### config.mk
export PLATFORM = sky130hd
export DESIGN_NAME = intan_acq
export DESIGN_NICKNAME = d
export VERILOG_FILES = /design/src/verilog/intan_pkg.sv /design/src/verilog/lane_if.sv /design/src/verilog/intan_acq.sv /design/src/verilog/byte_fifo.sv /design/src/verilog/frame_writer.sv /design/src/verilog/acq_control.sv
export SDC_FILE = /design/constraint.sdc
export NUM_CORES = 2
export LEC_CHECK = 0
export BUFFER_PORTS_ARGS = -buffer_cell sky130_fd_sc_hd__buf_2
export CAP_MARGIN = 20
export CORE_MARGIN = 4
export CORE_UTILIZATION = 47
export CTS_CLUSTER_DIAMETER = 120
export CTS_CLUSTER_SIZE = 25
export DETAILED_ROUTE_END_ITERATION = 8
export GPL_TIMING_DRIVEN = 0
export SLEW_MARGIN = 15
export SYNTH_ARGS = -nofsm -noshare
export SYNTH_HDL_FRONTEND = slang
export SYNTH_SLANG_ARGS = --single-unit
### constraint.sdc
create_clock -name clk -period 7.8 [get_ports clk]
set_input_delay 0.39 -clock clk [delete_from_list [all_inputs] [get_ports clk]]
set_output_delay 0.39 -clock clk [all_outputs]
set_load 0.005 [all_outputs]
### src/verilog/intan_pkg.sv
`default_nettype none

package intan_pkg;

    // attached headstage kind, as reported by the host.
    typedef enum logic [1:0] {
        DEV_NONE         = 2'b00,
        DEV_SINGLE_SMALL = 2'b01,
        DEV_SINGLE_LARGE = 2'b10,
        DEV_DUAL_LARGE   = 2'b11
    } dev_kind_t;

    // frame length in bytes.
    typedef logic [11:0] frame_len_t;

    localparam frame_len_t LEN_SMALL = 12'd32; // small device frame.
    localparam frame_len_t LEN_LARGE = 12'd64; // large device frame.

    // identifier bytes ahead of the samples.
    localparam int HDR_BYTES = 2;

    // per-lane fifo geometry.
    localparam int FIFO_DEPTH = 128;
    localparam int FIFO_AW    = $clog2(FIFO_DEPTH);

    // two part numbers packed into the id word, lane 1 on top.
    typedef struct packed {
        logic [15:0] part1;
        logic [15:0] part0;
    } intan_parts_t;

    typedef union packed {
        logic [31:0]  raw;
        intan_parts_t parts;
    } intan_id_u;

endpackage

`default_nettype wire
### src/verilog/lane_if.sv
`timescale 1ns/1ps
`default_nettype none

interface lane_if
    import intan_pkg::*;
();

    logic       start; // frame start pulse.
    frame_len_t len;   // bytes in this frame.
    logic       done;  // frame done pulse.
    logic [7:0] wdata;
    logic       wen;
    logic       full;

    modport ctrl (
        output start,
        output len,
        input  done
    );

    modport writer (
        input  start,
        input  len,
        output done,
        output wdata,
        output wen,
        input  full
    );

    modport fifo (
        input  wdata,
        input  wen,
        output full
    );

endinterface

`default_nettype wire

### src/verilog/intan_acq.sv
`timescale 1ns/1ps
`default_nettype none

module intan_acq
    import intan_pkg::*;
(
    input  logic        clk,
    input  logic        rst,
    input  dev_kind_t   dev_kind,
    input  logic [31:0] intan_id,
    input  logic        fs_read,
    output logic        fd_read,
    output logic        err,
    input  logic [1:0]  fifo_rxen,
    output logic [15:0] fifo_rxd,
    output logic [1:0]  fifo_empty,
    output logic        fifo_full,
    output logic [7:0]  so_fw1,
    output logic [7:0]  so_fw0
);

    intan_id_u id_w;

    lane_if lane1 ();
    lane_if lane0 ();

    assign id_w.raw  = intan_id;
    assign fifo_full = lane1.full || lane0.full; // either lane stalls.

    acq_control i_acq_control (
        .clk      (clk),
        .rst      (rst),
        .dev_kind (dev_kind),
        .fs_read  (fs_read),
        .fd_read  (fd_read),
        .err      (err),
        .lane1    (lane1.ctrl),
        .lane0    (lane0.ctrl)
    );

    frame_writer i_writer1 (
        .clk         (clk),
        .rst         (rst),
        .part        (id_w.parts.part1),
        .lane        (lane1.writer),
        .frame_count (so_fw1)
    );

    frame_writer i_writer0 (
        .clk         (clk),
        .rst         (rst),
        .part        (id_w.parts.part0),
        .lane        (lane0.writer),
        .frame_count (so_fw0)
    );

    byte_fifo i_fifo1 (
        .clk   (clk),
        .rst   (rst),
        .lane  (lane1.fifo),
        .rx_en (fifo_rxen[1]),
        .rx_d  (fifo_rxd[15:8]),
        .empty (fifo_empty[1])
    );

    byte_fifo i_fifo0 (
        .clk   (clk),
        .rst   (rst),
        .lane  (lane0.fifo),
        .rx_en (fifo_rxen[0]),
        .rx_d  (fifo_rxd[7:0]),
        .empty (fifo_empty[0])
    );

endmodule

`default_nettype wire

### src/verilog/byte_fifo.sv
`timescale 1ns/1ps
`default_nettype none

module byte_fifo
    import intan_pkg::*;
(
    input  logic       clk,
    input  logic       rst,
    lane_if.fifo       lane,
    input  logic       rx_en,
    output logic [7:0] rx_d,
    output logic       empty
);

    logic [7:0]         mem [FIFO_DEPTH];
    logic [FIFO_AW-1:0] wptr;
    logic [FIFO_AW-1:0] rptr;
    logic [FIFO_AW:0]   count;
    logic               full;
    logic               do_wr;
    logic               do_rd;

    assign full  = (count == (FIFO_AW+1)'(FIFO_DEPTH));
    assign empty = (count == '0);

    assign lane.full = full;

    assign do_wr = lane.wen && !full;
    assign do_rd = rx_en && !empty;

    always_ff @(posedge clk) begin
        if (rst) begin
            wptr  <= '0;
            rptr  <= '0;
            count <= '0;
        end else begin
            if (do_wr) begin
                wptr <= wptr + 1'b1; // wraps at depth.
            end
            if (do_rd) begin
                rptr <= rptr + 1'b1;
            end
            case ({do_wr, do_rd})
                2'b10:   count <= count + 1'b1;
                2'b01:   count <= count - 1'b1;
                default: count <= count;
            endcase
        end
    end

    always_ff @(posedge clk) begin
        if (do_wr) begin
            mem[wptr] <= lane.wdata;
        end
    end

    // read data holds until the next read.
    always_ff @(posedge clk) begin
        if (do_rd) begin
            rx_d <= mem[rptr];
        end
    end

    a_no_overflow: assert property (@(posedge clk) disable iff (rst)
        lane.wen |-> !full);

    a_no_underflow: assert property (@(posedge clk) disable iff (rst)
        rx_en |-> !empty);

endmodule

`default_nettype wire

### src/verilog/frame_writer.sv
`timescale 1ns/1ps
`default_nettype none

module frame_writer
    import intan_pkg::*;
(
    input  logic        clk,
    input  logic        rst,
    input  logic [15:0] part,
    lane_if.writer      lane,
    output logic [7:0]  frame_count
);

    logic       active;
    frame_len_t remaining;
    frame_len_t idx;
    frame_len_t pat_k;
    logic       wen;
    logic       done;
    logic [7:0] wdata;

    assign wen = active && !lane.full; // stall in place on full.

    assign lane.wen   = wen;
    assign lane.wdata = wdata;
    assign lane.done  = done;

    // header bytes first, then the counting test pattern.
    always_comb begin
        pat_k = idx - frame_len_t'(HDR_BYTES);
        if (idx == 12'd0) begin
            wdata = part[15:8];
        end else if (idx == 12'd1) begin
            wdata = part[7:0];
        end else begin
            wdata = frame_count + pat_k[7:0];
        end
    end

    always_ff @(posedge clk) begin
        if (rst) begin
            active      <= 1'b0;
            remaining   <= '0;
            idx         <= '0;
            done        <= 1'b0;
            frame_count <= '0;
        end else begin
            done <= 1'b0;
            if (lane.start && !active) begin
                idx       <= '0;
                remaining <= lane.len;
                if (lane.len == '0) begin
                    done <= 1'b1; // empty frame finishes at once.
                end else begin
                    active <= 1'b1;
                end
            end else if (wen) begin
                remaining <= remaining - 12'd1;
                idx       <= idx + 12'd1;
                if (remaining == 12'd1) begin
                    active      <= 1'b0;
                    done        <= 1'b1;
                    frame_count <= frame_count + 8'd1;
                end
            end
        end
    end

    a_no_wen_full: assert property (@(posedge clk) disable iff (rst)
        lane.wen |-> !lane.full);

endmodule

`default_nettype wire

### src/verilog/acq_control.sv
`timescale 1ns/1ps
`default_nettype none

module acq_control
    import intan_pkg::*;
(
    input  logic      clk,
    input  logic      rst,
    input  dev_kind_t dev_kind,
    input  logic      fs_read,
    output logic      fd_read,
    output logic      err,
    lane_if.ctrl      lane1,
    lane_if.ctrl      lane0
);

    frame_len_t len1_d;
    frame_len_t len0_d;
    logic       busy;
    logic       accept;
    logic       done1_q;
    logic       done0_q;
    logic       all_done;

    // length table per device kind.
    always_comb begin
        case (dev_kind)
            DEV_NONE: begin
                len1_d = '0;
                len0_d = '0;
            end
            DEV_SINGLE_SMALL: begin
                len1_d = LEN_SMALL;
                len0_d = '0;
            end
            DEV_SINGLE_LARGE: begin
                len1_d = LEN_LARGE;
                len0_d = '0;
            end
            DEV_DUAL_LARGE: begin
                len1_d = LEN_LARGE;
                len0_d = LEN_LARGE;
            end
            default: begin
                len1_d = '0;
                len0_d = '0;
            end
        endcase
    end

    assign accept   = fs_read && !busy;
    assign all_done = (done1_q || lane1.done) && (done0_q || lane0.done);

    always_ff @(posedge clk) begin
        if (rst) begin
            busy        <= 1'b0;
            done1_q     <= 1'b0;
            done0_q     <= 1'b0;
            fd_read     <= 1'b0;
            err         <= 1'b0;
            lane1.start <= 1'b0;
            lane0.start <= 1'b0;
            lane1.len   <= '0;
            lane0.len   <= '0;
        end else begin
            lane1.start <= accept;
            lane0.start <= accept;
            err         <= fs_read && busy; // start during a frame is dropped.
            fd_read     <= all_done;
            done1_q     <= !all_done && (done1_q || lane1.done);
            done0_q     <= !all_done && (done0_q || lane0.done);
            if (accept) begin
                busy      <= 1'b1;
                lane1.len <= len1_d; // frozen for the whole frame.
                lane0.len <= len0_d;
            end else if (all_done) begin
                busy <= 1'b0;
            end
        end
    end

    // a lane reports done only once per started frame.
    a_done1_busy: assert property (@(posedge clk) disable iff (rst)
        lane1.done |-> busy && !done1_q);
    a_done0_busy: assert property (@(posedge clk) disable iff (rst)
        lane0.done |-> busy && !done0_q);

    a_fd_single: assert property (@(posedge clk) disable iff (rst)
        fd_read |=> !fd_read);

endmodule

`default_nettype wire

# --- Word level (Yosys, flattened, before mapping) ---
# Memory sizes are Yosys's and may differ from the RTL's. A register that Yosys moved wholly into a read port is not among the register bits.
# Index checks and enable logic that the tools add are counted.
word_totals:
  ff_bits: 142
  ramBits: 2048
  input_bits: 39
  out_inout_bits: 37
  word_cells: 141
  mem_count: 2
memory_table:
  columns: ["memory", "depth", "width", "read_ports", "rd_clocked_by_memory_dff", "write_ports", "line", "text"]
  rows:
  - ["i_fifo0.mem", 128, 8, 1, 1, 1, "byte_fifo.sv:15", "logic [7:0] mem [FIFO_DEPTH];"]
  - ["i_fifo1.mem", 128, 8, 1, 1, 1, "byte_fifo.sv:15", null]
op_classes:
  addsub: 18
  n_eq_ne: 15
  muxes: 34
  bitwise: 2
  reduce_logical: 46
op_table:
  columns: ["operator", "count"]
  rows:
  - ["12-bit by 1-bit equality test with 1-bit output, second input constant", 4]
  - ["12-bit zero test", 4]
  - ["12-bit two-way mux", 4]
  - ["12-bit case mux with 3 select lines", 1]
  - ["8-bit by 1-bit adder with 8-bit output, second input constant", 4]
  - ["8-bit two-way mux", 4]
  - ["8-bit case mux with 2 select lines", 2]
  - ["7-bit by 1-bit adder with 7-bit output, second input constant", 4]
  - ["12-bit by 1-bit adder with 12-bit output, second input constant", 2]
  - ["12-bit case mux with 2 select lines", 1]
  - ["12-bit by 1-bit subtractor with 12-bit output, second input constant", 2]
  - ["1-bit two-way mux", 22]
  - ["8-bit adder", 2]
  - ["8-bit equality test, second input constant", 2]
  - ["8-bit zero test", 2]
  - ["8-bit by 1-bit subtractor with 8-bit output, second input constant", 2]
  - ["8-bit by 2-bit subtractor with 8-bit output, second input constant", 2]
  - ["2-bit nonzero test", 7]
  - ["1-bit logical AND", 13]
  - ["3-bit AND reduction", 4]
  - ["2-bit equality test, second input constant", 4]
  - ["1-bit zero test", 8]
  - ["2-bit by 1-bit equality test with 1-bit output, second input constant", 3]
  - ["2-bit OR reduction", 3]
  - ["5 further kinds", 9]

# --- Depth between registers and ports, before layout ---
depth:
  word_depth: 6
  mapped_depth: 13
  mapped_depth_nobuf: 12

# --- Hierarchy ---
# From an unflattened synthesis, not the netlist that was laid out.
hier_totals:
  cells_unflattened: 4746
  area_unflattened_um2: 87645.3
modules_own_cells:
  columns: ["mod", "instances", "cells_per_inst", "area_per_inst_um2"]
  rows:
  - ["byte_fifo", 2, 2056, 41360.9]
  - ["frame_writer at i_writer1", 1, 290, 2224.6]
  - ["frame_writer at i_writer0", 1, 288, 2220.9]
  - ["acq_control", 1, 55, 471.7]
  - ["intan_acq", 1, 1, 6.3]

# --- Worst setup path after synthesis ---
# No wires, ideal clock.
synth_timing:
  kind: "register to register"
  from: "reg i_writer0.idx[5]"
  to: "mem i_fifo0.mem[0][3], data pin"
  arrival_time_ns: 6.578
  required_time_ns: 6.602
  slack_ns: 0.025
  path_stages_with_launch: 6
  path_buffers: 1
  period_less_slack_ns: 7.775
  cell_sequence: "dfxtp_1 or4_1 nor4_1 nand2_1 clkbuf_1 o21ai_0"
synth_via:
  elab_chain_cells: 3
  word_cells_on_any_way: 4
  cone_classes: "eq/ne (1); mux (2); reduce/logical (1)"
synth_lines:
  columns: ["element", "line", "text"]
  rows:
  - ["start, declared", "frame_writer.sv:16", "frame_len_t idx;"]
  - ["start signal, assigned", "frame_writer.sv:59", "idx <= idx + 12'd1;"]
  - ["12-bit by 1-bit equality test with 1-bit output", "frame_writer.sv:33", "end else if (idx == 12'd1) begin"]
  - ["8-bit two-way mux", "frame_writer.sv:33", null]
  - ["8-bit two-way mux (*)", "frame_writer.sv:31", "if (idx == 12'd0) begin"]
  - ["net i_fifo0.lane.wdata[3]", "lane_if.sv:31", "input wdata,"]
  - ["end, declared", "byte_fifo.sv:15", null]
# The timed path passes the listed nets; every way through them passes the cells marked *.

==> metrics.md <==
| Metric | Value |
|---|---|
| ANT nets after route | 0 |
| Startpoint types | flop |
| Most frequent cells in the layout | edfxtp_1, nor2_1, mux4_2 |
| Reg-to-Reg End | i_fifo0.rx_d[6]$_DFFE_PP_ |
| Worst-path fanout max | 11 |
| Maximum vdd drop | 0.184 mV |
| Final hold vios | 0 |
| Grt total ovfl | 0 |
| Initial antenna violation count | 6 |
| Synth-to-layout area growth | 10.1% |
| First-pass DRT Iterations | 6 |
| Setup Skew | 37.1 ps |
| Total GRT Usage | 0.271 |
| Least-Margin Pin Slew | 1320 ps |
| Period utilisation layout | 0.649 |
| IO Port Bufs | 75 |
| Vias in the first global route | 45811 |
| Post-DP HPWL | 180000 um |
| Yosys cell types | 77 |
| Vias | 47789 |
| Die Ht | 437 um |
| Worst Hold Launch | intan_id[27] |
| Worst Path Arrival | 5660 ps |
| Top_reg_cell synth | edfxtp_1 |
| Seq/Total Area, Yosys | 0.744 |
| RSZ-0062 raised after global routing | false |
| Core area | 183000 um^2 |
| First-pass GRT wire length | 364000 um |
| CTS Sinks | 2185 |
| CP Data Required Time | 8400 ps |
| DR WL/cell | 34.7 um |
| CTS tree | yes |
| Total Nets Final | 5084 |
| H-tree levels | 3 |
| CP Capture Type | flop |
| Clock tree buffer depth | 3 |
| GP Congestion | 0.989 |
| CTS buffer count | 98 |
| Final non-filler cell total | 7534 |
| Clk pwr share | 0.287 |
| Die area | 191000 um^2 |
| Largest net degree at the start of global routing | 37 |
| Net Sw Power | 0.00511 W |
| Initial Utilization | 0.473 |
| Post-Syn Area per Cell | 18.4 um^2 |
| Lkg Pwr | 28.9 nW |
| Final Cell Area | 95300 um^2 |
| Worst R2R Path Depth | 9 |
| Cell Area, Synth | 86500 um^2 |
| DRC errors left | 0 |
| PwrDens | 224 nW/um^2 |
| Max Cap Viol | 0 |
| Final setup margin | 2740 ps |
| Post-Syn Nets | 4793 |
| Share of cells above drive strength 1 | 0.169 |
| Final Max Slew Viols | 0 |
| Post-synth ARST share | 0 |
| Worst setup path category | flop to flop |
| Cell count after placement | 7339 |
| HP Class | input pin to flop |
| Status | finished, final reports clean |
| FF+latch count, synth | 2185 |
| Sequential power share | 0.607 |
| Post_cts resized | 0 |
| FP Rows | 157 |
| Place WS | 2770 ps |
| Clk_lat worst skew | 770 ps |
| Root Buffer | clkbuf_16 |
| Setup violations, final | 0 |
| Cells after Synth | 4694 |
| DR vias/cell | 6.34 |
| Combinational share of power | 0.106 |
| Reg2reg setup slack | 2740 ps |
| Reg clk slew, reported paths | 100 ps |
| Synth Warn # | 0 |
| Post-synth EDFFs | 2064 |
| Most common cell after layout, fill and taps aside | edfxtp_1 |
| Switching share of power | 0.240 |
| Design Power | 0.0213 W |
| Worst R2R Start | i_fifo0.rptr[0]$_SDFFE_PP0P_ |
| P_int | 0.0162 W |
| Tmin final | 5060 ps |
| Worst Hold End | i_fifo1.mem[46][3]$_DFFE_PP_ |
| TNS Setup | 0 ps |
| Initial DRC Count | 7118 |
| Max frequency | 198 MHz |
| Placed cell areas | 92300 um^2 |
| WHS Path Cells | 3 |
| IO Pins | 76 |
| Post-Route WL | 262000 um |
| Die width | 437 um |
| Relative slew slack | 0.121 |
cell families after synthesis:
logic type | after synthesis | synth area share
AO/OA/AOI/OAI | 521 | 0.0419
AND/OR/NAND/NOR | 833 | 0.0433
adder cells (fa/ha/maj) | 60 | 0.00902
XOR/XNOR | 86 | 0.00870
multiplexers | 679 | 0.137
buffers and inverters | 330 | 0.0160
flip-flops | 2185 | 0.744
flip-flops by register name, indices dropped and copies added (netlist names), 8 cells and up:
signal,flops
i_fifo0.count,8
i_writer0.frame_count,8
i_writer1.idx,12
i_fifo0.mem,1024
i_fifo1.mem,1024
i_writer0.remaining,12
i_writer1.remaining,12
i_fifo1.count,8
i_writer1.frame_count,8
i_fifo1.rx_d,8
i_fifo0.rx_d,8
i_writer0.idx,12
synth_stat cells (24+ instances only):
cell type | number | area share
nand2_1 | 157 | 0.0068
xnor2_1 | 54 | 0.0055
buf_1 | 35 | 0.0015
o221ai_1 | 36 | 0.0036
ha_1 | 56 | 0.0081
edfxtp_1 | 2064 | 0.72
a211oi_1 | 46 | 0.0040
o21ai_0 | 41 | 0.0024
xor2_1 | 32 | 0.0032
nor3_1 | 34 | 0.0020
a22o_1 | 31 | 0.0031
clkbuf_1 | 134 | 0.0058
a21oi_1 | 122 | 0.0071
buf_2 | 69 | 0.0040
inv_1 | 72 | 0.0031
dfxtp_1 | 121 | 0.028
nor2_1 | 426 | 0.018
nand3_1 | 56 | 0.0032
nor2b_1 | 24 | 0.0017
a22oi_1 | 65 | 0.0056
o22ai_1 | 50 | 0.0036
mux2i_1 | 266 | 0.031
mux4_2 | 402 | 0.10
layer usage:
metal  part of all wire  vias to the layer above  track usage
met4              0.051                        6        0.112
met1               0.39                    25010        0.383
li1                   -                    19425            -
met2               0.46                     2846        0.421
met3              0.093                      502       0.0457
met5            0.00018                        -            0
worst max path at each step:
stage	start	to	slack, ps	cells past startpoint
floorplan	i_writer0.idx[5]$_SDFFE_PP0P_	i_fifo0.mem[0][3]$_DFFE_PP_	20	5
global route	i_fifo0.rptr[0]$_SDFFE_PP0P_	i_fifo0.rx_d[6]$_DFFE_PP_	2870	9
CTS	i_fifo0.rptr[2]$_SDFFE_PP0P_	i_fifo0.rx_d[6]$_DFFE_PP_	2770	7
detailed placement	i_fifo0.rptr[2]$_SDFFE_PP0P_	i_fifo0.rx_d[6]$_DFFE_PP_	2770	7
finish	i_fifo0.rptr[0]$_SDFFE_PP0P_	i_fifo0.rx_d[6]$_DFFE_PP_	2740	9
global placement	i_writer0.idx[5]$_SDFFE_PP0P_	i_fifo0.mem[112][3]$_DFFE_PP_	-7670	5
power by group through the flow:
stage                     Combinational (W)  Clock [W]  Sequential [W]
after floorplan                     0.00123          0          0.0133
after global placement              0.00207          0          0.0133
after detailed placement            0.00225          0          0.0132
after CTS                           0.00225    0.00615          0.0129
after global routing                0.00236    0.00661          0.0130
final                               0.00226    0.00611          0.0129
metrics by stage:
| stage | hold WS (ps) | utilization |
|---|---|---|
| detailed placement | 416 | 0.504 |
| finish | 101 | 0.520 |
| global route | 89.0 | 0.520 |
| floorplan | 401 | - |
| CTS | 53.5 | 0.520 |
| global placement | 408 | 0.492 |
area by class of cell:
cell class              instances  area (um^2)
plain buffers                 254         1140
inverters                      76          285
well taps                    2464         3080
clock buffers                 179         2800
flip-flops and latches       2185        64400
clock inverters                 4         75.1
diodes                          2         5.00
multi-input cells            2179        20900
fillers                     14712        87800
repair buffers                191         2570
worst max-delay path: stages (launching register included):
cell      delay, ps
dfxtp_1         350
buf_2           320
buf_2           580
buf_4           500
buf_4           380
nand3_1         650
o221ai_1        570
a211oi_1        190
a311oi_1        990
o32a_1          350
what timing repair did:
action	in CTS	in global routing
endpoints found under the hold margin	4	0
hold buffers	3	0
setup buffers	0	0
Note: power is estimated with default switching activity, not from simulation.
